File: src/logic/rv32_settings.svh
`ifndef RV32_SETTINGS_SVH
`define RV32_SETTINGS_SVH

// data path width.
`define RV32_XLEN 32

// memory depth in words, byte address bits 11:2.
`define RV32_MEM_WORDS 1024

`define RV32_RESET_PC 32'h0000_0000

`endif

File: src/logic/rv32_core_pkg.sv
`include "rv32_settings.svh"

package rv32_core_pkg;

   typedef enum logic [2:0] {
      S_IDLE,
      S_FETCH,
      S_EXEC,
      S_LOAD,
      S_HALT
   } seq_state_e;

   // memory write port and core store bus.
   typedef struct packed {
      logic                   valid;
      logic [`RV32_XLEN-1:0]  address;
      logic [`RV32_XLEN-1:0]  value;
   } store_t;

   typedef struct packed {
      logic                   take;
      logic [`RV32_XLEN-1:0]  target;
   } pc_update_t;

endpackage

File: src/logic/program_counter.sv
`timescale 1ns/100ps
`include "rv32_settings.svh"

module program_counter
   import rv32_core_pkg::*;
(
   input  logic        clock,
   input  logic        rst_n,
   input  logic        retire,
   input  pc_update_t  update,
   output logic [31:0] pc
);

   logic [31:0] pc_next;

   assign pc_next = update.take ? update.target : pc + 32'd4;

   always_ff @(posedge clock) begin
      if (!rst_n) begin
         pc <= `RV32_RESET_PC;
      end else if (retire) begin
         pc <= pc_next; // only moves once per instruction.
      end
   end

endmodule

File: config.mk
export PLATFORM = sky130hd
export DESIGN_NAME = program_counter
export DESIGN_NICKNAME = d
export VERILOG_FILES = /design/src/logic/rv32_core_pkg.sv /design/src/logic/program_counter.sv
export VERILOG_INCLUDE_DIRS = /design/src /design/src/logic
export SDC_FILE = /design/constraint.sdc
export NUM_CORES = 1
export LEC_CHECK = 0
export BUFFER_PORTS_ARGS = -buffer_cell sky130_fd_sc_hd__buf_2
export CAP_MARGIN = 40
export CORE_MARGIN = 1.5
export CORE_UTILIZATION = 51
export DETAILED_ROUTE_END_ITERATION = 16
export GPL_TIMING_DRIVEN = 0
export PLACE_DENSITY = 0.81
export SETUP_SLACK_MARGIN = 0.5
export SYNTH_ARGS = -nofsm -noshare
export SYNTH_HDL_FRONTEND = slang
export SYNTH_SLANG_ARGS = --single-unit
File: constraint.sdc
create_clock -name clock -period 2.3 [get_ports clock]
set_input_delay 0.345 -clock clock [delete_from_list [all_inputs] [get_ports clock]]
set_output_delay 0.345 -clock clock [all_outputs]
set_load 0.005 [all_outputs]
==> flow_summary.ini <==
[yosys]
yosys.area.top_type = dfxtp_1
yosys_warnings = 0
ys_async_sr_fraction = 0
synth_ff_type = dfxtp_1
synth-edff-count = 0
synthTopCellsByArea = dfxtp_1 (31%), nand2_1 (6.9%), o21ai_0 (5.6%)
yosysUniqueCellTypes = 53
syn_inst = 274
yosys.area.top_type_share = 0.3116
syn_nets = 311
syn_area_per_cell_um2 = 7.503
ys_seq_elements = 32
ys_seq_area_frac = 0.3116
synth_area_mm2 = 0.002056

[setup_path]
end_kind = register
cp_max_fo = 7
slowest_stage = or4b_4
crit_arrival_ns = 2.03
max_stage_delay_ns = 0.46
crit_chain = ha_4, and4_1, buf_6, nand2_1, nor2_1, or4b_4, a41oi_2
cp_num_buf_inv = 1
cp.required_ns = 2.52
crit_path_start_kind = register
cp_top_family = simple AND/OR/NAND/NOR gates
critPathKind = reg2reg

[global_routing]
grt_usage = 0.3183
grt_max_degree = 11
grt_pass1_vias = 2325
grt_pass1_wl_um = 10770
gr-total-overflow = 0
antenna_found_initial = 0

[cts]
cts_made_buffers = 5
worstSkewPairLatency_ns = 0.30
holdBufCountCts = 0
clockRootBuffer = clkbuf_8
clk_pin_slew_ns = 0.08
cts_tree = yes
cts_max_level = 2
clock_path_buffers = 2
cts_sinks = 32

[routing]
drt-wirelength-per-cell_um = 17.59
dr.first_iter.drc_count = 398
dr.pass1.iters = 6
antenna_left = 0
finalWirelength_um = 7178
routed_via_density = 6.449
drc = 0
via_count = 2631

[pwr]
p_leak_nw = 1.196
p_total_w = 0.001381
p_switching_w = 0.0004142
p_int_w = 0.0009673
combPwrFrac = 0.182
peakVddDrop_v = 0.0003493
clock_power_share = 0.357
p_per_area_mw_per_mm2 = 492.2
seqPwrFrac = 0.460
switching_share = 0.2998

[timing]
skew_ns = 0.01106
rsz0062_at_grt = true
tightest_slew_ns = 0.6098
fmax_mhz = 552.7
slew_headroom = 0.5935
finalHoldViolCount = 0
min_period_ns = 1.809
fin_setup_tns_ns = 0
slew_viol_final = 0
period_share = 0.7867
holdWs_ns = 0.2762
final-setup-viol-count = 0

[layout]
layout_commonest_cell = buf_2
drive_above_1_share = 0.3444
syn2layout_area_growth_pct = 36.52
reg_top3 = pc: 32 flops
final_cell_mix = buf_2 (66), nand2_1 (37), o21ai_0 (23)
regMostFlops = pc
final_util = 0.7442
finish.net_count = 397
diodes = 0
largest_reg_flops = 32
fin_area_mm2 = 0.002806

[floorplan]
die-area_mm2 = 0.004421
initial_utilization = 0.5451
dieWidth_um = 66.49
die_h_um = 66.49
coreArea_mm2 = 0.003771
io_pins = 68
row_count = 22

[placement]
dpl.hpwl_um = 4561
place_congestion = 0.9185
port_buffers = 66
place_area_mm2 = 0.002452

[min_path]
min_path_type = in2reg

[flow_run]
drv_cap = 0

[run_status]
run_status = completed
==> cell families (layout without fill, tap and decap cells) <==
family	after synthesis	in the layout	share of synthesized area
adders and majority gates	1	1	0.006085
AOI/OAI and AO/OA	84	84	0.2721
buffers and inverters	27	113	0.06147
and+or+nand+nor	122	122	0.3092
muxes	8	8	0.03956
DFF	32	32	0.3116
==> per-stage QoR <==
step           instances  setup WS [ns]
6_report             408         0.4905
5_1_grt              408         0.4145
4_1_cts              399         0.5037
3_5_place_dp         388         0.2734
3_3_place_gp         388         0.2807
2_1_floorplan        274         0.5040
==> repair_timing <==
| item | 4_1_cts | 5_1_grt |
|---|---|---|
| gates cloned | 0 | 0 |
| gates resized for setup | 18 | 28 |
| endpoints found under the setup margin | 13 | 16 |
| hold endpoints to repair | 0 | 0 |
| buffers inserted | 4 | 9 |
| pin swaps | 0 | 8 |
==> final cells by class <==
cell class,instances,area [um2]
Buffer,19,110.1
Tap cell,48,60.06
Sequential cell,32,671.9
Multi-Input combinational cell,215,1406
Fill cell,289,964.7
Timing Repair Buffer,79,431.7
Clock buffer,7,96.34
Inverter,8,30.03
==> worst reg2reg max path, stage by stage, from the launching register on <==
cell     delay (ns)
dfxtp_4        0.38
ha_4           0.15
and4_1         0.22
buf_6          0.13
nand2_1        0.10
nor2_1         0.10
or4b_4         0.46
a41oi_2        0.19
==> path summary, 6_finish.rpt <==
check             slack, ns  cells after the start      to        from
hold / removal         0.28                      3  pc[28]  update[28]
setup / recovery       0.49                      7  pc[24]       pc[2]
setup reg to reg       0.49                      7  pc[24]       pc[2]
hold reg to reg        0.46                      2   pc[0]       pc[0]
==> synthesized netlist by cell type, types with 6 or more instances <==
master	number
o21ai_0	23
inv_1	6
a21oi_1	13
nand2_1	38
and2_1	7
nor2_1	21
nand4_1	6
nor3_1	9
a22o_1	6
mux2i_1	7
nand3_1	14
dfxtp_1	32
clkbuf_1	13
==> power groups by stage <==
stage	clock, W	combinational, W	sequential (W)
floorplan	0	0.000125	0.000640
global placement	0	0.000223	0.000644
detailed placement	0	0.000226	0.000645
CTS	0.000477	0.000229	0.000635
global route	0.000504	0.000277	0.000641
finish	0.000494	0.000252	0.000636
==> metal layers <==
metal | vias up | wire length, um | track usage
li1 | 1206 | - | -
met1 | 1214 | 2986 | 0.4241
met2 | 184 | 3288 | 0.4975
met3 | 27 | 736 | 0.07095
met4 | 0 | 167 | 0.1250
met5 | - | 0 | 0
(Power assumes the default switching activity.)
