`src/logic/rv32_settings.svh`:
```
`ifndef RV32_SETTINGS_SVH
`define RV32_SETTINGS_SVH

// data path width.
`define RV32_XLEN 32

// memory depth in words, byte address bits 11:2.
`define RV32_MEM_WORDS 1024

`define RV32_RESET_PC 32'h0000_0000

`endif

```
`src/logic/rv32_core_pkg.sv`:
```
`include "rv32_settings.svh"

package rv32_core_pkg;

   typedef enum logic [2:0] {
      S_IDLE,
      S_FETCH,
      S_EXEC,
      S_LOAD,
      S_HALT
   } seq_state_e;

   // memory write port and core store bus.
   typedef struct packed {
      logic                   valid;
      logic [`RV32_XLEN-1:0]  address;
      logic [`RV32_XLEN-1:0]  value;
   } store_t;

   typedef struct packed {
      logic                   take;
      logic [`RV32_XLEN-1:0]  target;
   } pc_update_t;

endpackage

```
`src/logic/fetch.sv`:
```
`timescale 1ns/100ps

module fetch
   import rv32_core_pkg::*;
(
   input  logic        clock,
   input  logic        rst_n,
   input  logic        run,
   input  logic [31:0] pc,
   input  logic        load_request,
   input  logic [31:0] load_address,
   input  logic        halt_request,
   output logic        read_enable,
   output logic [31:0] read_address,
   input  logic [31:0] read_value,
   output logic [31:0] instruction,
   output logic [31:0] instruction_pc,
   output logic        exec,
   output logic        load_done,
   output logic        retire,
   output logic        halted
);

   seq_state_e  state;
   seq_state_e  state_next;
   logic [31:0] ir;

   always_comb begin
      state_next = state;
      case (state)
         S_IDLE:  if (run) state_next = S_FETCH;
         S_FETCH: state_next = S_EXEC;
         S_EXEC: begin
            if (halt_request) state_next = S_HALT;
            else if (load_request) state_next = S_LOAD;
            else state_next = S_FETCH;
         end
         S_LOAD:  state_next = S_FETCH;
         S_HALT:  state_next = S_HALT; // left only by reset.
         default: state_next = S_IDLE;
      endcase
   end

   always_ff @(posedge clock) begin
      if (!rst_n) begin
         state <= S_IDLE;
      end else begin
         state <= state_next;
      end
   end

   // instruction word is held across the load cycle.
   always_ff @(posedge clock) begin
      if (state == S_FETCH) instruction_pc <= pc;
      if (exec) ir <= read_value;
   end

   assign exec      = (state == S_EXEC);
   assign load_done = (state == S_LOAD);
   assign halted    = (state == S_HALT);
   assign retire    = (exec && !load_request && !halt_request) || load_done;

   // load address wins during the exec cycle of LW.
   assign read_enable  = (state == S_FETCH) || load_request;
   assign read_address = load_request ? load_address : pc;
   assign instruction  = load_done ? ir : read_value;

endmodule

```
`config.mk`:
```
export PLATFORM = sky130hd
export DESIGN_NAME = fetch
export DESIGN_NICKNAME = d
export VERILOG_FILES = /design/src/logic/rv32_core_pkg.sv /design/src/logic/fetch.sv
export VERILOG_INCLUDE_DIRS = /design/src /design/src/logic
export SDC_FILE = /design/constraint.sdc
export NUM_CORES = 1
export LEC_CHECK = 0
export ABC_AREA = 1
export BUFFER_PORTS_ARGS = -buffer_cell sky130_fd_sc_hd__buf_4
export CAP_MARGIN = 20
export CELL_PAD_IN_SITES_DETAIL_PLACEMENT = 2
export CELL_PAD_IN_SITES_GLOBAL_PLACEMENT = 2
export CORE_MARGIN = 3
export CORE_UTILIZATION = 22
export DETAILED_ROUTE_END_ITERATION = 8
export PLACE_DENSITY = 0.77
export SETUP_SLACK_MARGIN = 0.5
export SLEW_MARGIN = 20
export SYNTH_ARGS = -nofsm -noshare
export SYNTH_HDL_FRONTEND = slang
export SYNTH_SLANG_ARGS = --single-unit
```
`constraint.sdc`:
```
create_clock -name clock -period 1.82 [get_ports clock]
set_input_delay 0.364 -clock clock [delete_from_list [all_inputs] [get_ports clock]]
set_output_delay 0.364 -clock clock [all_outputs]
set_load 0.1 [all_outputs]
```
==> impl_summary.txt, run 1 <==
----------------------------------------------------
[Status]
  Status ... aborted with a tool error
  Stage at which the flow ended ... clock tree synthesis (4_1_cts)
  Err ... [ERROR DPL-0033] detailed placement checks failed during check placement.

[Die]
  Starting utilization of the core area ... about 23%
  Width of the die ... around 120 um
  Cell row count ... 41
  Ports placed on the boundary ... just over 200
  Vert. Die Dim ... ~120 um

[Place]
  Setup WS pre-CTS ... -0.0173 ns
  Last weighted congestion value of the routability-driven placer ... between 0.7 and 0.8
  Placed cell area ... roughly 6500 um^2
  Instance count after placement with tap cells included ... roughly 680
  Port Buffers ... about 200
  Half-perimeter wire length after detailed placement ... 11400 um

[Clocking]
  Number of cells upsized or downsized after cts ... 388
  Sink Count ... 67
  Maximum clock path buffer count ... 2
  CTS Root Buffer Type ... clkbuf_16
  Clock H-tree levels ... 3
  Post-CTS Repair Setup Buffers ... 37
  Hold-fix buffers, CTS ... 0
  CTS Buf Count ... 9

[Yosys]
  Async set-or-reset flop fraction in the synthesized netlist ... 0%
  Count of warnings emitted by yosys ... 0
  Total nets after synthesis ... approximately 410
  Summed instance area of the synthesized netlist ... 2930 um^2
  Sequential area share after synthesis ... about two thirds
  Top cells by instance count after synthesis ... 198 x nand2_1, 64 x edfxtp_1, 8 x buf_2
  Cells taking the most area after synthesis ... edfxtp_1 66%, nand2_1 25%, dfxtp_1 2.0%, buf_2 1.4%, buf_6 1.2%
  Post-Synthesis Cells ... 304
  Post-synthesis cell type count ... 14
  Number of enable flip-flop cells after synthesis ... between 60 and 70
  Top_reg_cell synth ... edfxtp_1
  Cell type with the highest aggregate area in the netlist ... edfxtp_1
  Most numerous cell in the Yosys netlist ... nand2_1
  Count of state elements after synthesis ... 67
  Area fraction of the dominant cell type after synthesis ... about 66%
  Post-Syn Area per Cell ... slightly below 10 um^2

----------------------------------------------------
==> logic make-up after synthesis <==
| family | after synthesis | share of synthesized area (%) |
|---|---|---|
| and+or+nand+nor | 211 | 27.7 |
| AOI/OAI and AO/OA | 3 | 0.512 |
| buffers and inverters | 23 | 4.14 |
| DFF | 67 | 67.6 |
==> per-stage QoR <==
| stage | TNS (ns) | utilization [%] |
|---|---|---|
| detailed placement | -0.0315 | 50.8 |
| global placement | 0 | 50.8 |
| floorplan | 0 | - |
==> inputs of run 2 (changes only) <==
CELL_PAD_IN_SITES_DETAIL_PLACEMENT = default   (was 2)
CELL_PAD_IN_SITES_GLOBAL_PLACEMENT = default   (was 2)
CORE_UTILIZATION = 40   (was 22)
PLACE_DENSITY = default   (was 0.77)
PLACE_DENSITY_LB_ADDON = 0.15   (was default)
SETUP_SLACK_MARGIN = default   (was 0.5)
==> impl_summary.txt, run 2 <==
----------------------------------------------------
[Global routing]
  Remaining Overflow, GRT ... 0
  Overall fraction of global-route tracks in use ... roughly 25%
  Number of global-route vias before repair ... around 3100
  Pin count of the biggest net entering global routing ... 23
  Wire length of the first global-routing pass ... 15800 um
  Antenna violations before repair ... 0

[Timing]
  Transition time at the pin with the least slew margin ... around 0.30 ns
  Highest Clock Rate ... 0.516 GHz
  Final Slew Violations ... 0
  Worst Slack Setup Final ... -0.118 ns
  Post-route minimum period ... 1.94 ns
  Final-report setup violation count ... 32
  Final Hold Vio Count ... 0
  Hold WS ... slightly below 0.2 ns
  Largest clock skew in the final design ... about 0.014 ns
  Portion of the clock cycle consumed by the worst path in the final layout ... 106%
  Unrepaired setup endpoints after global routing ... true
  Relative slew slack ... 80.1%

[Clocking]
  Clock H-tree levels ... 3 (unchanged)
  Later-pin clock latency in the skew report ... approximately 0.34 ns
  Clock tree from TritonCTS ... yes
  Maximum clock path buffer count ... 2 (unchanged)
  Hold-fix buffers, CTS ... 0 (unchanged)
  CTS Buf Count ... 9 (unchanged)
  Sink Count ... 67 (unchanged)
  Clock-pin slew reported for the worst setup and hold paths after clock tree synthesis ... around 0.09 ns
  CTS Root Buffer Type ... clkbuf_8 (was clkbuf_16)

[Yosys]
  Top_reg_cell synth ... edfxtp_1 (unchanged)
  Post-Syn Area per Cell ... 9.64 um^2 (unchanged)
  Sequential area share after synthesis ... 67.6% (unchanged)
  Summed instance area of the synthesized netlist ... 2930 um^2 (unchanged)
  Post-Synthesis Cells ... 304 (unchanged)
  Cell type with the highest aggregate area in the netlist ... edfxtp_1 (unchanged)
  Top cells by instance count after synthesis ... 198 x nand2_1, 64 x edfxtp_1, 8 x buf_2 (unchanged)
  Post-synthesis cell type count ... 14 (unchanged)
  Cells taking the most area after synthesis ... edfxtp_1 66%, nand2_1 25%, dfxtp_1 2.0%, buf_2 1.4%, buf_6 1.2% (unchanged)
  Most numerous cell in the Yosys netlist ... nand2_1 (unchanged)
  Area fraction of the dominant cell type after synthesis ... 65.6% (unchanged)
  Count of state elements after synthesis ... 67 (unchanged)
  Count of warnings emitted by yosys ... 0 (unchanged)
  Total nets after synthesis ... 405 (unchanged)
  Number of enable flip-flop cells after synthesis ... 64 (unchanged)
  Async set-or-reset flop fraction in the synthesized netlist ... 0% (unchanged)

[Power and ir drop]
  Internal power ... between 3000 and 4000 uW
  Switching power ... about 2700 uW
  Switching share of total power ... between 40% and 50%
  Leakage power ... approximately 0.0027 uW
  Overall power of the completed layout ... around 6300 uW
  Largest voltage drop on the vdd net ... approximately 0.75 mV
  Clock network power share ... between 20% and 30%
  Relative contribution of sequential cells to total power ... 31.2%
  Combinational group share of total power ... roughly 45%
  Pwr per Cell Area ... about 1100 nW/um^2

[Setup path]
  Critical path start-end classification ... flop to output port
  Largest stage delay on the critical path ... ~0.42 ns
  Biggest fanout along the worst timing path ... 8
  Endpoint type of the worst setup path ... output port
  Startpoint class of the critical path ... flop
  Crit path required time ... approximately 1.5 ns
  Cell with the biggest individual delay on the critical path ... dfxtp_2
  Chain of cells forming the critical path ... nand3_4 > buf_6 > inv_6 > nand2_1 > nand2_2 > buf_12
  Worst EP arrival ... 1.57 ns

[Final layout]
  Biggest registers after layout ... instruction_pc (32), ir (32), state (3)
  Synth-to-Final Area Change ... 98.2%
  Fill cell total of the finished layout ... approximately 370
  Utilization of the core after routing ... 83.7%
  Count of placed standard cells in the final layout, fillers left out ... ~620
  Most frequent standard cell in the layout excluding fill and tap cells ... buf_4
  Commonest cells after routing, fill and taps aside ... 177 x buf_4, 97 x nand2_1, 74 x nand2_2
  Number of antenna diodes ... 0
  Post-layout net count ... ~620
  Fraction of final layout cells with drive strength greater than 1 ... roughly two thirds

[Place]
  Last weighted congestion value of the routability-driven placer ... 0.831 (was 0.762)
  Port Buffers ... 201 (unchanged)
  Half-perimeter wire length after detailed placement ... 6850 um (was 11400 um)
  Instance count after placement with tap cells included ... 597 (was 682)

[Die]
  Width of the die ... 91.6 um (was 121 um)
  Cell row count ... 30 (was 41)
  Die footprint ... ~8400 um^2
  Total core area ... ~6900 um^2
  Starting utilization of the core area ... 42.2% (was 22.9%)
  Vert. Die Dim ... 91.6 um (was 121 um)
  Ports placed on the boundary ... 202 (unchanged)

[Run]
  Maxcap violations ... 0

[Detailed routing]
  Total Routed Length ... 12100 um
  Drt via density ... between 5 and 6
  DRC violations left ... 0
  Detail-routed net length per standard cell ... 19.4 um
  Total number of vias ... 3121
  Detailed Route Iter0 Violations ... 203
  Antenna viol nets, final ... 0
  DR pass1 iterations ... 8

[Status]
  Status ... finished, violations left (was aborted with a tool error)
  Violations in the final reports ... negative setup slack

[Worst hold path]
  Hold/Removal Path Class ... input port to flop

----------------------------------------------------
==> run 2: cell counts after synthesis <==
No cell type changed its count.
==> run 2: worst paths after layout <==
kind / cells after the start / start / slack (ns) / endpoint
setup / recovery: 6 / state[1] / -0.12 / instruction[0]
hold / removal: 1 / read_value[2] / 0.20 / ir[2]
setup reg to reg: 6 / state[2] / 0.31 / instruction_pc[19]
hold reg to reg: 2 / state[0] / 0.65 / state[1]
==> run 2: critical path, delay by kind of cell, from the launching register on <==
family,cells,cell delay [ns]
and+or+nand+nor,3,0.36
DFF,1,0.42
buffers and inverters,3,0.45
==> run 2: final cells by class <==
| type | count | area (um^2) | share of cell area, % |
|---|---|---|---|
| clock inverters | 7 | 116 | 2.00 |
| multi-input cells | 214 | 1220 | 21.1 |
| inverters | 10 | 70.1 | 1.21 |
| clock buffers | 9 | 124 | 2.13 |
| well taps | 96 | 120 | 2.07 |
| flip-flops and latches | 67 | 1990 | 34.2 |
| repair buffers | 219 | 2140 | 36.9 |
| repair inverters | 2 | 25.0 | 0.431 |
==> run 2: per-layer routing <==
layer,global-route usage (%),share of wire [%]
met5,0,0
met4,11.3,4.3
met3,6.97,7.6
met2,47.5,54
met1,24.2,34
==> run 2: timing repair <==
item | in CTS | in global routing
endpoints found under the setup margin | 34 | 34
gates resized for setup | 136 | 80
endpoints found under the hold margin | 0 | 0
gates cloned | 3 | 1
buffers inserted | 7 | 2
pin swaps | 0 | 14
==> run 2: through the flow <==
step | setup TNS (ns) | area, um^2 | setup slack [ns]
floorplan | -2.03 | 3030 | -0.0633
finish | -2.36 | 5810 | -0.118
detailed placement | 0 | 4650 | 0.160
CTS | -0.130 | 5520 | -0.0211
global placement | 0 | 4650 | 0.163
global route | -4.21 | 5810 | -0.174
==> run 2: cells by family after synthesis <==
logic type / synth area share, %
AOI/OAI and AO/OA: 0.512
buffers and inverters: 4.14
DFF: 67.6
and+or+nand+nor: 27.7
==> run 2: power by group through the flow <==
stage | logic (uW) | registers, uW | clock network [uW]
floorplan | 1230 | 2580 | 0
CTS | 2690 | 1940 | 1500
detailed placement | 2450 | 1970 | 0
global route | 2890 | 1970 | 1580
global placement | 2430 | 1960 | 0
finish | 2810 | 1950 | 1500
No activity file was read; power rests on OpenSTA's default activity.
