## src/logic/rv32_settings.svh

```systemverilog
`ifndef RV32_SETTINGS_SVH
`define RV32_SETTINGS_SVH

// data path width.
`define RV32_XLEN 32

// memory depth in words, byte address bits 11:2.
`define RV32_MEM_WORDS 1024

`define RV32_RESET_PC 32'h0000_0000

`endif

```

## src/logic/rv32_isa_pkg.sv

```systemverilog
`include "rv32_settings.svh"

package rv32_isa_pkg;

   typedef enum logic [6:0] {
      OP_LUI    = 7'b0110111,
      OP_AUIPC  = 7'b0010111,
      OP_JAL    = 7'b1101111,
      OP_JALR   = 7'b1100111,
      OP_BRANCH = 7'b1100011,
      OP_LOAD   = 7'b0000011,
      OP_STORE  = 7'b0100011,
      OP_IMM    = 7'b0010011,
      OP_REG    = 7'b0110011,
      OP_FENCE  = 7'b0001111,
      OP_SYSTEM = 7'b1110011
   } opcode_e;

   // branch conditions, from funct3.
   typedef enum logic [2:0] {
      F3_BEQ  = 3'b000,
      F3_BNE  = 3'b001,
      F3_BLT  = 3'b100,
      F3_BGE  = 3'b101,
      F3_BLTU = 3'b110,
      F3_BGEU = 3'b111
   } branch_f3_e;

   typedef enum logic [3:0] {
      ALU_ADD,
      ALU_SUB,
      ALU_SLL,
      ALU_SLT,
      ALU_SLTU,
      ALU_XOR,
      ALU_SRL,
      ALU_SRA,
      ALU_OR,
      ALU_AND
   } alu_op_e;

   typedef struct packed {
      opcode_e                opcode;
      logic [4:0]             rd;
      logic [4:0]             rs1;
      logic [4:0]             rs2;
      logic [2:0]             funct3;
      alu_op_e                alu_op;
      logic [`RV32_XLEN-1:0]  imm;
      logic                   writes_rd;
      logic                   is_illegal;
   } decoded_t;

endpackage

```

## src/logic/rv32_core_pkg.sv

```systemverilog
`include "rv32_settings.svh"

package rv32_core_pkg;

   typedef enum logic [2:0] {
      S_IDLE,
      S_FETCH,
      S_EXEC,
      S_LOAD,
      S_HALT
   } seq_state_e;

   // memory write port and core store bus.
   typedef struct packed {
      logic                   valid;
      logic [`RV32_XLEN-1:0]  address;
      logic [`RV32_XLEN-1:0]  value;
   } store_t;

   typedef struct packed {
      logic                   take;
      logic [`RV32_XLEN-1:0]  target;
   } pc_update_t;

endpackage

```

## src/logic/execute.sv

```systemverilog
`timescale 1ns/100ps

module execute
   import rv32_isa_pkg::*;
   import rv32_core_pkg::*;
(
   input  logic        clock,
   input  logic        rst_n,
   input  logic        exec,
   input  logic        load_done,
   input  decoded_t    decoded,
   input  logic [31:0] instruction_pc,
   input  logic [31:0] read_value,
   output pc_update_t  update,
   output logic        load_request,
   output logic [31:0] load_address,
   output store_t      store,
   output logic        halt_request
);

   logic [31:0] regs [1:31];
   logic [31:0] rs1_value;
   logic [31:0] rs2_value;
   logic [31:0] operand_b;
   logic [31:0] alu_result;
   logic [31:0] result;
   logic [31:0] sum_address;
   logic        branch_taken;
   logic        write_enable;

   // x0 reads as zero.
   assign rs1_value   = (decoded.rs1 == 5'd0) ? 32'd0 : regs[decoded.rs1];
   assign rs2_value   = (decoded.rs2 == 5'd0) ? 32'd0 : regs[decoded.rs2];
   assign operand_b   = (decoded.opcode == OP_REG) ? rs2_value : decoded.imm;
   assign sum_address = rs1_value + decoded.imm;

   always_comb begin
      case (decoded.alu_op)
         ALU_SUB:  alu_result = rs1_value - operand_b;
         ALU_SLL:  alu_result = rs1_value << operand_b[4:0];
         ALU_SLT:  alu_result = {31'd0, $signed(rs1_value) < $signed(operand_b)};
         ALU_SLTU: alu_result = {31'd0, rs1_value < operand_b};
         ALU_XOR:  alu_result = rs1_value ^ operand_b;
         ALU_SRL:  alu_result = rs1_value >> operand_b[4:0];
         ALU_SRA:  alu_result = $signed(rs1_value) >>> operand_b[4:0];
         ALU_OR:   alu_result = rs1_value | operand_b;
         ALU_AND:  alu_result = rs1_value & operand_b;
         default:  alu_result = rs1_value + operand_b;
      endcase
   end

   always_comb begin
      case (branch_f3_e'(decoded.funct3))
         F3_BEQ:  branch_taken = (rs1_value == rs2_value);
         F3_BNE:  branch_taken = (rs1_value != rs2_value);
         F3_BLT:  branch_taken = ($signed(rs1_value) < $signed(rs2_value));
         F3_BGE:  branch_taken = ($signed(rs1_value) >= $signed(rs2_value));
         F3_BLTU: branch_taken = (rs1_value < rs2_value);
         F3_BGEU: branch_taken = (rs1_value >= rs2_value);
         default: branch_taken = 1'b0;
      endcase
   end

   always_comb begin
      case (decoded.opcode)
         OP_LUI:          result = decoded.imm;
         OP_AUIPC:        result = instruction_pc + decoded.imm;
         OP_JAL, OP_JALR: result = instruction_pc + 32'd4; // link value.
         default:         result = alu_result;
      endcase
   end

   always_comb begin
      update.take   = 1'b0;
      update.target = instruction_pc + decoded.imm;
      if (exec && !decoded.is_illegal) begin
         case (decoded.opcode)
            OP_JAL:    update.take = 1'b1;
            OP_JALR: begin
               update.take   = 1'b1;
               update.target = {sum_address[31:1], 1'b0};
            end
            OP_BRANCH: update.take = branch_taken;
            default:   update.take = 1'b0;
         endcase
      end
   end

   assign load_request  = exec && (decoded.opcode == OP_LOAD);
   assign load_address  = sum_address;
   assign store.valid   = exec && (decoded.opcode == OP_STORE);
   assign store.address = sum_address;
   assign store.value   = rs2_value;
   assign halt_request  = exec && (decoded.opcode == OP_SYSTEM);

   // LW writes back one cycle late, in the load cycle.
   assign write_enable = decoded.writes_rd && !decoded.is_illegal && (decoded.rd != 5'd0) &&
                         ((exec && decoded.opcode != OP_LOAD) || load_done);

   always_ff @(posedge clock) begin
      if (!rst_n) begin
         for (int i = 1; i < 32; i++) begin
            regs[i] <= 32'd0;
         end
      end else if (write_enable) begin
         regs[decoded.rd] <= load_done ? read_value : result;
      end
   end

endmodule

```

## config.mk

```make
export PLATFORM = sky130hd
export DESIGN_NAME = execute
export DESIGN_NICKNAME = d
export VERILOG_FILES = /design/src/logic/rv32_isa_pkg.sv /design/src/logic/rv32_core_pkg.sv /design/src/logic/execute.sv
export VERILOG_INCLUDE_DIRS = /design/src /design/src/logic
export SDC_FILE = /design/constraint.sdc
export NUM_CORES = 2
export LEC_CHECK = 0
export BUFFER_PORTS_ARGS = -buffer_cell sky130_fd_sc_hd__buf_2
export CAP_MARGIN = 20
export CORE_MARGIN = 1.5
export CORE_UTILIZATION = 58
export CTS_CLUSTER_SIZE = 40
export DETAILED_ROUTE_END_ITERATION = 10
export GPL_TIMING_DRIVEN = 0
export PLACE_DENSITY = 0.78
export SYNTH_ARGS = -nofsm -noshare
export SYNTH_HDL_FRONTEND = slang
export SYNTH_SLANG_ARGS = --single-unit
```

## constraint.sdc

```tcl
create_clock -name clock -period 7.03 [get_ports clock]
set_input_delay 0.3515 -clock clock [delete_from_list [all_inputs] [get_ports clock]]
set_output_delay 0.3515 -clock clock [all_outputs]
set_load 0.01 [all_outputs]
```

==> metrics.yaml, run 1 <==
yosys_warnings: 0
syn_area_per_cell_sq_um: 11.1
dieWidth_microns: 350
synth_cells: 6270
synthAdderAreaFrac_pct: 3.56
cts_max_level: 3
synthSimpleGateAreaFrac_pct: 12.8
cts_sinks: 1024
error: "[ERROR GRT-0116] Global routing finished with congestion. Check the congestion regions in the DRC Viewer."
grt_max_degree: 33
initial_core_util_pct: 58.3
synth_seq_cells: 1024
dp_cells: 8292
grtUsageTotal_pct: 76.7
ios: 263
port_buffers: 255
dp_hpwl_mm: 312
lastStage: "global routing (5_1_grt)"
synth_cell_type_count: 114
rows: 127
status: "did not finish"
cts-root-buf: "clkbuf_16"
synth_top_area_share_pct: 44.1
ys.flop_type: "edfxtp_1"
synth_seq_area_share_pct: 44.1
grt_pass1_vias: 74982
synth_area_leaders: "edfxtp_1, mux4_2, nor2_1"
place.gp.congestion: 1.15
die_h_microns: 350
grt_first_pass_wirelength_mm: 642
synthXorXnorAreaFrac_pct: 1.32
synth_area_sq_mm: 0.0698
synth.largest_area_cell: "edfxtp_1"
synth.area.mux_share_pct: 18.9
cts-buffers-inserted: 92
synth_edf_count: 1024
pre_cts_ws_ns: -4.34
cts_buffer_depth: 3
async_flop_share_pct: 0
synth_compound_area_share_pct: 13.9
overflow: 24
synth_top_family_by_area: "multiplexers"
==> stage by stage <==
stage               TNS (ns)  instance area (sq um)  util [%]
CTS                   -0.132                  79900      66.8
detailed placement  -2784.54                  75200      62.9
global placement    -4421.41                  73200      61.2
floorplan                  0                  69900         -
==> metal layers <==
layer  track usage, %  overflow
met5             42.2         0
met4             78.9        14
met3             61.8         0
met2             91.8        10
met1             75.6         0
==> cells in the mapped netlist, drive strengths merged (180+ instances only) <==
master and number:
a21oi 297, buf 293, clkbuf 305, edfxtp 1024, ha 192, inv 180
mux2i 302, mux4 406, nand2 341, nor2 1015, nor3 261, o21ai 212
==> logic make-up after synthesis <==
logic type      count (synthesis)
simple gates                 2000
compound gates               1367
flops                        1024
mux                           796
buf+inv                       781
fa+ha+maj                     196
xor+xnor                      105
other cells                     1
==> repair_timing <==
item | in CTS
hold buffers | 0
setup endpoints to repair | 1049
resized for setup | 306
buffers inserted | 32
pin swaps | 25
==> inputs of run 2 (changes only) <==
--- a/config.mk
+++ b/config.mk
@@ -9,11 +9,10 @@
 export BUFFER_PORTS_ARGS = -buffer_cell sky130_fd_sc_hd__buf_2
 export CAP_MARGIN = 20
 export CORE_MARGIN = 1.5
-export CORE_UTILIZATION = 58
-export CTS_CLUSTER_SIZE = 40
+export CORE_UTILIZATION = 40
 export DETAILED_ROUTE_END_ITERATION = 10
 export GPL_TIMING_DRIVEN = 0
-export PLACE_DENSITY = 0.78
+export PLACE_DENSITY_LB_ADDON = 0.15
 export SYNTH_ARGS = -nofsm -noshare
 export SYNTH_HDL_FRONTEND = slang
 export SYNTH_SLANG_ARGS = --single-unit
==> constraint.sdc (replaced) <==
create_clock -name clock -period 9.1 [get_ports clock]
set_input_delay 0.455 -clock clock [delete_from_list [all_inputs] [get_ports clock]]
set_output_delay 0.455 -clock clock [all_outputs]
set_load 0.01 [all_outputs]
==> metrics.yaml, run 2 <==
ys.flop_type: "edfxtp_1"
yosys_warnings: 0
total_power_mw: 14.4
setup_tns_ns: -39.62
place.gp.congestion: 1.11
cp.arrival_ns: 10.00
synth.largest_area_cell: "edfxtp_1"
setup_viol: 276
reg2reg_depth: 20
rsz0062_at_grt: "no"
critPathCaptureType: "flip-flop"
clk_latency_ns: 0.78
skew_ns: 0.0499
largest_reg_flops: 1024
fin_crit_ns: 9.53
port_buffers: 255
fillers: 16400
grt_pass1_vias: 61600
hold_ws_ns: 0.168
min_period_over_period_pct: 105
ys_top_cells_by_count: "edfxtp_1, nor2_1, mux4_2"
top_register: "regs"
hold_viol_final: 0
grt_first_pass_wirelength_mm: 568
route.antenna.remaining_nets: 0
cts-buffers-inserted: 105
drt-total-wl_mm: 440
dpl_cell_area_sq_mm: 0.0760
violations: "setup timing"
layout_common_cells: "edfxtp_1, nor2_1, buf_2"
cts_buffer_depth: 3
synth_top_area_share_pct: 44.1
synth_seq_cells: 1024
status: "finished, violations left"
via_count: 66880
drtPass1Iterations: 7
fin_nets: 7107
synth_area_sq_mm: 0.0698
wl_per_cell_microns: 47.7
fmaxAchievable_ghz: 0.105
hold_path_depth: 3
path_clk_slew_ns: 0.07
drt-vias-per-instance: 7.26
synth_seq_area_share_pct: 44.1
worstSetupPathType: "in -> reg"
cts_sinks: 1024
cp.required_ns: 9.58
slew_headroom_pct: 7.56
fin_util_pct: 46.0
largestRegisters: "regs: 1024 flops"
drive_gt1_share_pct: 22.1
rows: 153
synth_area_leaders: "edfxtp_1, mux4_2, nor2_1"
powerDensity_mw_per_mm2: 181
grt_max_degree: 33
initial_core_util_pct: 40.2
synth_edf_count: 1024
overflow: 0
finalWorstSetupSlack_ns: -0.425
async_flop_share_pct: 0
dieWidth_microns: 421
vdd_drop_max_mv: 0.177
synth_cells: 6270
tightest_slew_ns: 1.39
synth.most_common_cell: "edfxtp_1"
cts_max_level: 3
slew_violations: 0
grt_antenna_before_repair: 38
area_delta_synth_final_pct: 14.4
die_h_microns: 421
finalNonFillerCells: 9214
pre_cts_ws_ns: -2.43
ios: 263
cp_max_fo: 10
layout_commonest_cell: "edfxtp_1"
grtUsageTotal_pct: 48.7
cts_tree: "yes"
route.detailed.drc: 0
dp_hpwl_mm: 329
syn_area_per_cell_sq_um: 11.1
dp_cells: 8990
synth_cell_type_count: 114
p_leak_nw: 30.4
hold_class: "in -> reg"
die_area_sq_mm: 0.177
cts-root-buf: "clkbuf_16"
drv_cap: 0
drtIter0Drc: 11894
core_sq_mm: 0.174
cp-start-kind: "input pin"
fin_area_sq_mm: 0.0799
==> run 2: cell counts after synthesis <==
No cell type changed its count.
==> run 2: kinds of logic (layout without fill, tap and decap cells) <==
family	after synthesis	count (layout)	synth area share (%)
buffers and inverters	781	1343	5.45
xor gates and xnor gates	105	105	1.32
muxes	796	796	18.9
AOI/OAI and AO/OA	1367	1367	13.9
adders and majority gates	196	196	3.56
and+or+nand+nor	2000	2000	12.8
DFF	1024	1024	44.1
other	1	58	0.00537
==> run 2: final timing paths <==
kind / slack (ns) / start / end
worst max-delay path: -0.43 / decoded[48] / regs[30][17]$_SDFFCE_PN0P_
worst min register to register: 2.24 / regs[4][4]$_SDFFCE_PN0P_ / regs[7][30]$_SDFFCE_PN0P_
worst max register to register: 0.29 / regs[31][3]$_SDFFCE_PN0P_ / regs[30][17]$_SDFFCE_PN0P_
worst min-delay path: 0.17 / read_value[24] / regs[6][24]$_SDFFCE_PN0P_
==> run 2: power breakdown <==
part | internal (mW) | switching [mW]
registers | 5.36 | 0.0940
logic | 1.30 | 3.04
clock network | 2.59 | 2.05
==> run 2: critical path, stage by stage <==
cell and delay (ns):
buf_2 0.26, buf_4 0.34, buf_2 0.64, buf_2 0.71, buf_2 0.98, mux4_2 0.38, mux2i_1 0.16, nand3_1 0.20
nand4_1 0.59, inv_1 0.69, ha_1 0.34, clkbuf_1 0.20, o21ba_2 0.27, nor2_1 0.03, o21bai_1 0.21, o311ai_1 0.13
buf_2 0.20, a211o_1 0.36, a21oi_1 0.38, nor3_1 0.24, nor4_2 0.63, a31oi_1 0.49, o31ai_4 0.59, buf_4 0.32
nor2_1 0.07
==> run 2: area by class of cell <==
cell class                 count  area (sq um)  share of cell area (%)
timing repair buffer         376          2930                    3.67
inverter                     183           687                   0.860
clock inverter                61           697                   0.873
multi-input combinational   4496         35900                    44.9
sequential                  1024         30700                    38.5
antenna                       26          65.1                  0.0815
clock buffer                 129          2780                    3.48
buffer                       594          3190                    4.00
tap                         2325          2910                    3.64
==> run 2: layer usage <==
metal	track usage (%)	share of wire (%)	vias to the layer above
met5	0.492	0.088	-
met4	43.9	11	36
met3	21.6	15	2002
met2	69.4	41	6598
met1	54.6	33	33087
li1	-	-	25157
==> run 2: what timing repair did <==
item	4_1_cts	5_1_grt
pin swaps	1	1
setup buffers	2	1
resized for setup	32	19
hold buffers	0	0
endpoints found under the setup margin	723	395
Note: power is estimated with default switching activity, not from simulation.
