===== src/logic/rv32_settings.svh =====
`ifndef RV32_SETTINGS_SVH
`define RV32_SETTINGS_SVH

// data path width.
`define RV32_XLEN 32

// memory depth in words, byte address bits 11:2.
`define RV32_MEM_WORDS 1024

`define RV32_RESET_PC 32'h0000_0000

`endif


===== src/logic/rv32_isa_pkg.sv =====
`include "rv32_settings.svh"

package rv32_isa_pkg;

   typedef enum logic [6:0] {
      OP_LUI    = 7'b0110111,
      OP_AUIPC  = 7'b0010111,
      OP_JAL    = 7'b1101111,
      OP_JALR   = 7'b1100111,
      OP_BRANCH = 7'b1100011,
      OP_LOAD   = 7'b0000011,
      OP_STORE  = 7'b0100011,
      OP_IMM    = 7'b0010011,
      OP_REG    = 7'b0110011,
      OP_FENCE  = 7'b0001111,
      OP_SYSTEM = 7'b1110011
   } opcode_e;

   // branch conditions, from funct3.
   typedef enum logic [2:0] {
      F3_BEQ  = 3'b000,
      F3_BNE  = 3'b001,
      F3_BLT  = 3'b100,
      F3_BGE  = 3'b101,
      F3_BLTU = 3'b110,
      F3_BGEU = 3'b111
   } branch_f3_e;

   typedef enum logic [3:0] {
      ALU_ADD,
      ALU_SUB,
      ALU_SLL,
      ALU_SLT,
      ALU_SLTU,
      ALU_XOR,
      ALU_SRL,
      ALU_SRA,
      ALU_OR,
      ALU_AND
   } alu_op_e;

   typedef struct packed {
      opcode_e                opcode;
      logic [4:0]             rd;
      logic [4:0]             rs1;
      logic [4:0]             rs2;
      logic [2:0]             funct3;
      alu_op_e                alu_op;
      logic [`RV32_XLEN-1:0]  imm;
      logic                   writes_rd;
      logic                   is_illegal;
   } decoded_t;

endpackage


===== src/logic/decode.sv =====
`timescale 1ns/100ps

module decode
   import rv32_isa_pkg::*;
(
   input  logic [31:0] instruction,
   output decoded_t    decoded
);

   logic [31:0] imm_i;
   logic [31:0] imm_s;
   logic [31:0] imm_b;
   logic [31:0] imm_u;
   logic [31:0] imm_j;
   logic        alt; // funct7 bit 5, sub and sra.

   assign imm_i = {{20{instruction[31]}}, instruction[31:20]};
   assign imm_s = {{20{instruction[31]}}, instruction[31:25], instruction[11:7]};
   assign imm_b = {{19{instruction[31]}}, instruction[31], instruction[7],
                   instruction[30:25], instruction[11:8], 1'b0};
   assign imm_u = {instruction[31:12], 12'd0};
   assign imm_j = {{11{instruction[31]}}, instruction[31], instruction[19:12],
                   instruction[20], instruction[30:21], 1'b0};
   assign alt   = instruction[30];

   always_comb begin
      decoded.opcode     = opcode_e'(instruction[6:0]);
      decoded.rd         = instruction[11:7];
      decoded.funct3     = instruction[14:12];
      decoded.rs1        = instruction[19:15];
      decoded.rs2        = instruction[24:20];
      decoded.alu_op     = ALU_ADD;
      decoded.imm        = imm_i;
      decoded.writes_rd  = 1'b0;
      decoded.is_illegal = 1'b0;
      case (opcode_e'(instruction[6:0]))
         OP_LUI, OP_AUIPC: begin
            decoded.imm       = imm_u;
            decoded.writes_rd = 1'b1;
         end
         OP_JAL: begin
            decoded.imm       = imm_j;
            decoded.writes_rd = 1'b1;
         end
         OP_JALR, OP_LOAD: decoded.writes_rd = 1'b1;
         OP_BRANCH: decoded.imm = imm_b;
         OP_STORE:  decoded.imm = imm_s;
         OP_IMM, OP_REG: begin
            decoded.writes_rd = 1'b1;
            case (instruction[14:12])
               3'b000:  decoded.alu_op = (alt && instruction[5]) ? ALU_SUB : ALU_ADD;
               3'b001:  decoded.alu_op = ALU_SLL;
               3'b010:  decoded.alu_op = ALU_SLT;
               3'b011:  decoded.alu_op = ALU_SLTU;
               3'b100:  decoded.alu_op = ALU_XOR;
               3'b101:  decoded.alu_op = alt ? ALU_SRA : ALU_SRL;
               3'b110:  decoded.alu_op = ALU_OR;
               default: decoded.alu_op = ALU_AND;
            endcase
         end
         OP_FENCE, OP_SYSTEM: decoded.writes_rd = 1'b0;
         default: decoded.is_illegal = 1'b1; // retires as a no-op.
      endcase
   end

endmodule


===== config.mk =====
export PLATFORM = sky130hd
export DESIGN_NAME = decode
export DESIGN_NICKNAME = d
export VERILOG_FILES = /design/src/logic/rv32_isa_pkg.sv /design/src/logic/decode.sv
export VERILOG_INCLUDE_DIRS = /design/src /design/src/logic
export SDC_FILE = /design/constraint.sdc
export NUM_CORES = 1
export LEC_CHECK = 0
export ABC_CLOCK_PERIOD_IN_PS = 2100
export BUFFER_PORTS_ARGS = -buffer_cell sky130_fd_sc_hd__buf_2
export CAP_MARGIN = 10
export CORE_UTILIZATION = 37
export DETAILED_ROUTE_END_ITERATION = 8
export PLACE_DENSITY = 0.91
export SLEW_MARGIN = 20
export SYNTH_ARGS = -nofsm -noshare
export SYNTH_HDL_FRONTEND = slang
export SYNTH_SLANG_ARGS = --single-unit
export TNS_END_PERCENT = 10

===== constraint.sdc =====
create_clock -name vclk -period 2.1
set_input_delay 0.21 -clock vclk [all_inputs]
set_output_delay 0.21 -clock vclk [all_outputs]
set_load 0.02 [all_outputs]

==> summary.md, run 1 <==
| Metric | Value |
|---|---|
| Die Area | `2230 µm²` |
| Post-DP HPWL | `1.72 mm` |
| FFs & Latches | `0` |
| Kind of critical path | `in2out` |
| Die Y | `47.3 µm` |
| Max_cap viols | `0` |
| Cells after synthesis | `107` |
| Top-area cell type share of the netlist area | `25.7%` |
| Core area | `1940 µm²` |
| Mapped Nets | `139` |
| Placement Rows | `16` |
| Via count | `917` |
| ANT cells | `0` |
| GP Congestion | `0.762` |
| Avg Inst Size Synth | `between 7 and 8 µm²` |
| Vias in the first global route | `669` |
| Largest net degree at the start of global routing | `17` |
| Most common cell in the netlist | `buf_4` |
| Synthesized area | `758 µm²` |
| Initial antenna violation count | `0` |
| Outcome | `complete, no violations` |
| Yosys warning count | `0` |
| Worst slew margin | `67.1%` |
| Static Leak | `0.000668 µW` |
| Final nets | `207` |
| IO Pins | `95` |
| Final instance area | `between 1000 and 1500 µm²` |
| Final WS setup | `0.311 ns` |
| Fin. Hold Viols | `0` |
| Antenna Nets Post-Route | `0` |
| CP Max Fanout | `8` |
| Slew Limit Fails | `0` |
| Placed Area | `around 1100 µm²` |
| Worst slew pin tran | `approximately 0.5 ns` |
| Top cells by count, synth | `buf_4 (26), a21o_1 (20), nor2b_1 (9)` |
| WL/cell | `between 10 and 15 µm` |
| Via density | `about 4.6` |
| Peak supply drop | `0.164 mV` |
| Initial Util | `39.0%` |
| Hold buffers post-CTS | `0` |
| Grt total ovfl | `0` |
| Cts repair resizes | `0` |
| First drt pass iteration count | `4` |
| Fraction of layout cells with a size suffix above 1 | `60.7%` |
| WL final | `2.03 mm` |
| DRC viols | `0` |
| Final core utilization | `54.3%` |
| Sequential area share after synthesis | `0%` |
| All-layer global routing usage | `16.0%` |
| Startpoint Class | `primary input` |
| First-pass GRT wire length | `2.73 mm` |
| Largest cells by area after synthesis | `buf_4 (26%), a21o_1 (20%), nor2b_1 (7.4%), a22o_1 (4.6%), nor2_1 (4.0%)` |
| WP data arrival | `between 1.5 and 2 ns` |
| Tmin final | `1.79 ns` |
| Pre-CTS setup slack | `0.296 ns` |
| Required time of the critical path | `around 1.9 ns` |
| Endpoints failing setup | `0` |
| Hold WC Path Type | `in2out` |
| Unrepaired setup endpoints after global routing | `false` |
| Setup TNS | `0 ns` |
| Netlist cell types | `31` |
| # clk buffers | `0` |
| Setup bufs post-CTS | `0` |
| Power density of the placed cells | `roughly 250 nW/µm²` |
| Register Area | `0 µm²` |
| Worst setup EP type | `output pin` |
| Largest area contributor in the netlist | `buf_4` |
| Initial DRC count | `8` |
| Layout area overhead | `38.9%` |
| Chip width | `47.3 µm` |
| Peak Freq | `559 MHz` |
| Period utilization | `85.2%` |
| IO buf count | `95` |
-- cells by family after synthesis --
kind of cell,count (synthesis),synth area share (%)
AND/OR/NAND/NOR,34,28.2
buffers and inverters,35,32.7
multiplexers,1,1.32
AO/OA/AOI/OAI,37,37.8
-- layout make-up --
class,count,area [µm²]
fill,178,888
multi-input combinational,72,510
timing repair buffer,98,498
tap,27,33.8
inverter,3,11.3
-- layout by cell type, fill, tap and decap left out, types with 2 or more instances in the layout --
cell / instances
buf_2: 95
a21o_1: 20
nor2b_1: 9
nor2_1: 8
a22o_1: 4
a21oi_1: 4
o21ai_0: 3
inv_1: 3
buf_4: 3
nand3_1: 2
nand4b_1: 2
nand2_1: 2
nand2b_1: 2
nor3_1: 2
-- routing by layer --
metal	global-route usage [%]	wire (µm)	share of wire (%)
met1	23.4	922	45
met2	27.7	992	49
met3	0	115	5.7
met4	0	0	0
met5	0	0	0
-- final timing paths --
path	start	to	slack, ns	cells after the start
max	instruction[4]	decoded[34]	0.31	5
min	instruction[17]	decoded[48]	0.65	2
-- report_power, final --
group | switching (µW) | internal [µW]
logic | 162 | 100
clock network | 0 | 0
registers | 0 | 0
-- stage by stage --
step                hold slack (ns)  instances  total power [µW]
global route                  0.659        200               284
global placement              0.654        200               261
CTS                           0.656        200               263
detailed placement            0.655        200               262
finish                        0.653        200               262
floorplan                     0.533        107               195
-- worst max-delay path: stages --
cell and delay, ns:
buf_2 0.13, or3b_4 0.43, or3_4 0.36, a311oi_2 0.24, buf_2 0.20
Note: power is estimated with default switching activity, not from simulation.
==> inputs of run 2 (changes only) <==
--- a/config.mk
+++ b/config.mk
@@ -10,4 +10,5 @@
 export BUFFER_PORTS_ARGS = -buffer_cell sky130_fd_sc_hd__buf_2
 export CAP_MARGIN = 10
+export CORE_MARGIN = 5
 export CORE_UTILIZATION = 37
 export DETAILED_ROUTE_END_ITERATION = 8
==> constraint.sdc (replaced) <==
create_clock -name vclk -period 2.1
set_input_delay 0.21 -clock vclk [all_inputs]
set_output_delay 0.21 -clock vclk [all_outputs]
set_load 0.005 [all_outputs]
==> run 2 against run 1 <==
Hold slack worse by 0.049 ns. Final area fell by 0.71%. First-iteration DRC count grew to 2.5 times the previous value. Count of clock-buffer cells in the layout unchanged. Global-route usage shrank 0.90 points. Critical path depth up 2. Cell count down 0.50%. Critical path type unchanged.
==> summary.md, run 2 (same netlist as run 1, synthesis figures left out) <==
| Metric | Value |
|---|---|
| Initial Util | `38.6% (was 39.0%)` |
| Die Area | `3050 µm² (was 2230 µm²)` |
| Endpoints failing setup | `0 (unchanged)` |
| Cts repair resizes | `0 (unchanged)` |
| Startpoint Class | `primary input (unchanged)` |
| Slew Limit Fails | `0 (unchanged)` |
| Power, Total | `189 µW (was 262 µW)` |
| Core area | `1960 µm² (was 1940 µm²)` |
| Setup TNS | `0 ns (unchanged)` |
| Hold WC Path Type | `in2out (unchanged)` |
| Vias in the first global route | `880 (was 669)` |
| Sw Pwr | `92.0 µW (was 162 µW)` |
| ANT cells | `0 (unchanged)` |
| Setup bufs post-CTS | `0 (unchanged)` |
| Max_cap viols | `0 (unchanged)` |
| Largest net degree at the start of global routing | `17 (unchanged)` |
| IO buf count | `95 (unchanged)` |
| # clk buffers | `0 (unchanged)` |
| Peak Freq | `553 MHz (was 559 MHz)` |
| All-layer global routing usage | `15.1% (was 16.0%)` |
| Antenna Nets Post-Route | `0 (unchanged)` |
| IO Pins | `95 (unchanged)` |
| Chip width | `55.3 µm (was 47.3 µm)` |
| Register Area | `0 µm² (unchanged)` |
| Via count | `946 (was 917)` |
| Power density of the placed cells | `181 nW/µm² (was 249 nW/µm²)` |
| Initial antenna violation count | `0 (unchanged)` |
| WP data arrival | `1.60 ns (was 1.58 ns)` |
| Clk pwr share | `0% (about the same)` |
| Period utilization | `86.2% (was 85.2%)` |
| WL/cell | `12.9 µm (was 10.2 µm)` |
| Kind of critical path | `in2out (unchanged)` |
| Peak supply drop | `0.0853 mV (was 0.164 mV)` |
| Final nets | `206 (was 207)` |
| Grt total ovfl | `0 (unchanged)` |
| FFs & Latches | `0 (unchanged)` |
| Initial DRC count | `20 (was 8)` |
| Fraction of layout cells with a size suffix above 1 | `60.5% (was 60.7%)` |
| Layout area overhead | `38.0% (was 38.9%)` |
| Sequential share of power | `0% (about the same)` |
| Static Leak | `0.000663 µW (was 0.000668 µW)` |
| Die Y | `55.3 µm (was 47.3 µm)` |
| CP Max Fanout | `16 (was 8)` |
| Tmin final | `1.81 ns (was 1.79 ns)` |
| Fin. Hold Viols | `0 (unchanged)` |
| First-pass GRT wire length | `4.12 mm (was 2.73 mm)` |
| Via density | `4.75 (was 4.59)` |
| Internal Power | `97.1 µW (was 100 µW)` |
| Worst slew margin | `66.3% (was 67.1%)` |
| Worst slew pin tran | `0.505 ns (was 0.492 ns)` |
| Post-DP HPWL | `2.19 mm (was 1.72 mm)` |
| Most common cell after layout, fill and taps aside | `buf_2 (unchanged)` |
| GP Congestion | `0.855 (was 0.762)` |
| Worst setup EP type | `output pin (unchanged)` |
| Required time of the critical path | `1.89 ns (about the same)` |
| Placement Rows | `16 (unchanged)` |
| Most frequent cells in the layout | `buf_2 (95), a21o_1 (20), nor2b_1 (9), nor2_1 (8) (unchanged)` |
| Hold buffers post-CTS | `0 (unchanged)` |
| Outcome | `complete, no violations (unchanged)` |
| Share of total power in combinational logic | `100.0% (about the same)` |
| First drt pass iteration count | `4 (unchanged)` |
| DRC viols | `0 (unchanged)` |
| WL final | `2.56 mm (was 2.03 mm)` |
| Unrepaired setup endpoints after global routing | `false (unchanged)` |
| Net Sw Frac | `48.7% (was 61.8%)` |
==> run 2: cell count changes in the layout (fill, tap and decap cells not counted) <==
| cell | change |
|---|---|
| buf_4 | -1 |
==> run 2: routing by layer <==
| layer | vias up | global-route usage [%] | part of all wire (%) |
|---|---|---|---|
| met5 | - | 0 | 0 |
| met4 | 0 | 0 | 0 |
| met3 | 0 | 4.20 | 10 |
| met2 | 54 | 27.2 | 47 |
| met1 | 404 | 18.7 | 43 |
| li1 | 488 | - | - |
==> run 2: cell type report <==
type,count,area (µm²)
fill,222,916
multi-input combinational,72,510
timing repair buffer,97,490
tap,27,33.8
inverter,3,11.3
==> run 2: path summary, 6_finish.rpt <==
check | end | start | depth (start not counted)
max | decoded[5] | instruction[6] | 7
min | decoded[55] | instruction[11] | 2
==> run 2: power groups by stage <==
| stage | combinational [µW] | clock, µW | sequential (µW) |
|---|---|---|---|
| 4_1_cts | 191 | 0 | 0 |
| 3_3_place_gp | 188 | 0 | 0 |
| 2_1_floorplan | 118 | 0 | 0 |
| 6_report | 189 | 0 | 0 |
| 3_5_place_dp | 191 | 0 | 0 |
| 5_1_grt | 210 | 0 | 0 |
==> run 2: worst max-delay path, cell delays in order <==
cell and delay (ns):
buf_2 0.16, or3b_4 0.45, nor2_4 0.14, buf_4 0.22, nor2_1 0.10, a22o_1 0.19
buf_2 0.13
==> run 2: metrics by stage <==
| step | worst slack (ns) | util [%] | hold slack (ns) | area [µm²] | std cells |
|---|---|---|---|---|---|
| 2_1_floorplan | 0.527 | - | 0.479 | 758 | 107 |
| 3_3_place_gp | 0.327 | 53.3 | 0.605 | 1050 | 199 |
| 3_5_place_dp | 0.298 | 53.3 | 0.606 | 1050 | 199 |
| 4_1_cts | 0.293 | 53.3 | 0.606 | 1050 | 199 |
| 5_1_grt | 0.230 | 53.3 | 0.615 | 1050 | 199 |
| 6_report | 0.291 | 53.3 | 0.604 | 1050 | 199 |
==> inputs of run 3 (changes only) <==
BUFFER_PORTS_ARGS = -buffer_cell sky130_fd_sc_hd__clkbuf_2   (was -buffer_cell sky130_fd_sc_hd__buf_2)
==> run 3 against run 2 <==
Combinational power barely moved. Maximum frequency rose by 3.2%. Hold slack improved by 0.0036 ns. Count of clock-buffer cells in the layout did not move. Final area rose by 0.72%. Utilization rose by 0.38 points. Wire length fell by 4.8%. Sequential cell count did not move. Via count did not move. Worst setup slack improved by 0.057 ns. Critical endpoint is now decoded[34]. Largest power group unchanged.
==> summary.md, run 3 (same netlist as run 1, synthesis figures left out) <==
| Metric | Value |
|---|---|
| Outcome | `complete, no violations (unchanged)` |
| Via density | `4.73 (was 4.75)` |
| Chip width | `55.3 µm (unchanged)` |
| IO Pins | `95 (unchanged)` |
| Final nets | `207 (was 206)` |
| Kind of critical path | `in2out (unchanged)` |
| # clk buffers | `0 (unchanged)` |
| Post-DP HPWL | `2.20 mm (was 2.19 mm)` |
| Worst slew pin tran | `0.506 ns (was 0.505 ns)` |
| Required time of the critical path | `1.89 ns (about the same)` |
| Most frequent CP cell | `clkbuf_2 (was buf_2)` |
| WL/cell | `12.2 µm (was 12.9 µm)` |
| Period utilization | `83.5% (was 86.2%)` |
| Peak supply drop | `0.0818 mV (was 0.0853 mV)` |
| First-pass GRT wire length | `4.24 mm (was 4.12 mm)` |
| First drt pass iteration count | `4 (unchanged)` |
| Unrepaired setup endpoints after global routing | `false (unchanged)` |
| Fin. Hold Viols | `0 (unchanged)` |
| Final WS setup | `0.347 ns (was 0.291 ns)` |
| Fraction of layout cells with a size suffix above 1 | `60.7% (was 60.5%)` |
| Pre-CTS setup slack | `0.334 ns (was 0.298 ns)` |
| Worst slew margin | `66.2% (was 66.3%)` |
| Hold WC Path Type | `in2out (unchanged)` |
| Die Area | `3050 µm² (unchanged)` |
| CP max-delay cell | `or3b_4 (unchanged)` |
| Via count | `946 (unchanged)` |
| Placement Rows | `16 (unchanged)` |
| FFs & Latches | `0 (unchanged)` |
| Critical Path End | `decoded[34] (was decoded[5])` |
| Setup bufs post-CTS | `0 (unchanged)` |
| Endpoints failing setup | `0 (unchanged)` |
| Die Y | `55.3 µm (unchanged)` |
| DRC viols | `0 (unchanged)` |
| Grt total ovfl | `0 (unchanged)` |
| Static Leak | `0.000683 µW (was 0.000663 µW)` |
| Initial antenna violation count | `0 (unchanged)` |
| Filler instances | `204 (was 222)` |
| CP Max Fanout | `8 (was 16)` |
| Delay of the slowest critical-path stage | `0.43 ns (was 0.45 ns)` |
| IO buf count | `95 (unchanged)` |
| Layout area overhead | `38.9% (was 38.0%)` |
| WP data arrival | `1.54 ns (was 1.60 ns)` |
| Startpoint Class | `primary input (unchanged)` |
| All-layer global routing usage | `15.5% (was 15.1%)` |
| Cts repair resizes | `0 (unchanged)` |
| Slew Limit Fails | `0 (unchanged)` |
| Core area | `1960 µm² (unchanged)` |
| Most frequent cells in the layout | `clkbuf_2 (95), a21o_1 (20), nor2b_1 (9), nor2_1 (8) (was buf_2 (95), a21o_1 (20), nor2b_1 (9), nor2_1 (8))` |
| WL final | `2.44 mm (was 2.56 mm)` |
| Max_cap viols | `0 (unchanged)` |
| Most common cell after layout, fill and taps aside | `clkbuf_2 (was buf_2)` |
| Worst setup EP type | `output pin (unchanged)` |
| GP Congestion | `0.852 (was 0.855)` |
| Tmin final | `1.75 ns (was 1.81 ns)` |
| Largest net degree at the start of global routing | `17 (unchanged)` |
| Initial Util | `38.6% (unchanged)` |
| Antenna Nets Post-Route | `0 (unchanged)` |
| Power density of the placed cells | `181 nW/µm² (about the same)` |
| Hold buffers post-CTS | `0 (unchanged)` |
| Register Area | `0 µm² (unchanged)` |
| ANT cells | `0 (unchanged)` |
| Cell chain of the critical path | `clkbuf_2 -> or3b_4 -> or3_4 -> a311oi_2 -> clkbuf_2 (was buf_2 -> or3b_4 -> nor2_4 -> buf_4 -> nor2_1 -> a22o_1 -> buf_2)` |
| Initial DRC count | `14 (was 20)` |
| Peak Freq | `571 MHz (was 553 MHz)` |
| Vias in the first global route | `952 (was 880)` |
| Setup TNS | `0 ns (unchanged)` |
| CP startpoint | `instruction[4] (was instruction[6])` |
==> run 3: changes by cell type in the layout (fill, tap and decap cells not counted), sizes merged <==
| cell | delta |
|---|---|
| buf | -94 |
| clkbuf | +95 |
==> run 3: worst max-delay path: cells and delay by family <==
kind | cells | cell delay [ns]
AOI/OAI and AO/OA | 1 | 0.25
and+or+nand+nor | 2 | 0.79
buffers and inverters | 2 | 0.29
==> run 3: how the worst min path moves through the flow <==
| stage | from | end | slack, ns | depth (start not counted) |
|---|---|---|---|---|
| after floorplan | instruction[0] | decoded[0] | 0.48 | 1 |
| after global routing | instruction[11] | decoded[55] | 0.62 | 2 |
| after global placement | instruction[11] | decoded[55] | 0.61 | 2 |
| after detailed placement | instruction[11] | decoded[55] | 0.61 | 2 |
| final | instruction[11] | decoded[55] | 0.61 | 2 |
| after CTS | instruction[11] | decoded[55] | 0.61 | 2 |
==> run 3: final cells by class <==
cell class | instances | area (µm²) | share of cell area (%)
inverters | 3 | 11.3 | 1.07
multi-input cells | 72 | 510 | 48.5
repair buffers | 98 | 498 | 47.3
well taps | 27 | 33.8 | 3.21
==> run 3: per-stage QoR <==
stage / total power (µW) / utilization, % / hold slack, ns / cell area [µm²] / std cells
final: 191 / 53.7 / 0.608 / 1050 / 200
after global routing: 214 / 53.7 / 0.620 / 1050 / 200
after global placement: 192 / 53.7 / 0.609 / 1050 / 200
after detailed placement: 193 / 53.7 / 0.612 / 1050 / 200
after floorplan: 118 / - / 0.479 / 758 / 107
after CTS: 194 / 53.7 / 0.612 / 1050 / 200
==> run 3: power by group <==
| part | total (µW) | switching (µW) | internal (µW) |
|---|---|---|---|
| combinational | 191 | 93.3 | 97.8 |
| sequential | 0 | 0 | 0 |
| clock | 0 | 0 | 0 |
| total | 191 | 93.3 | 97.8 |
==> run 3: routing by layer <==
layer	vias to the layer above	global-route usage (%)	part of all wire (%)
met3	2	5.13	11
met2	56	29.1	47
met1	395	17.6	42
met5	-	0	0
li1	493	-	-
met4	0	1.04	0.86
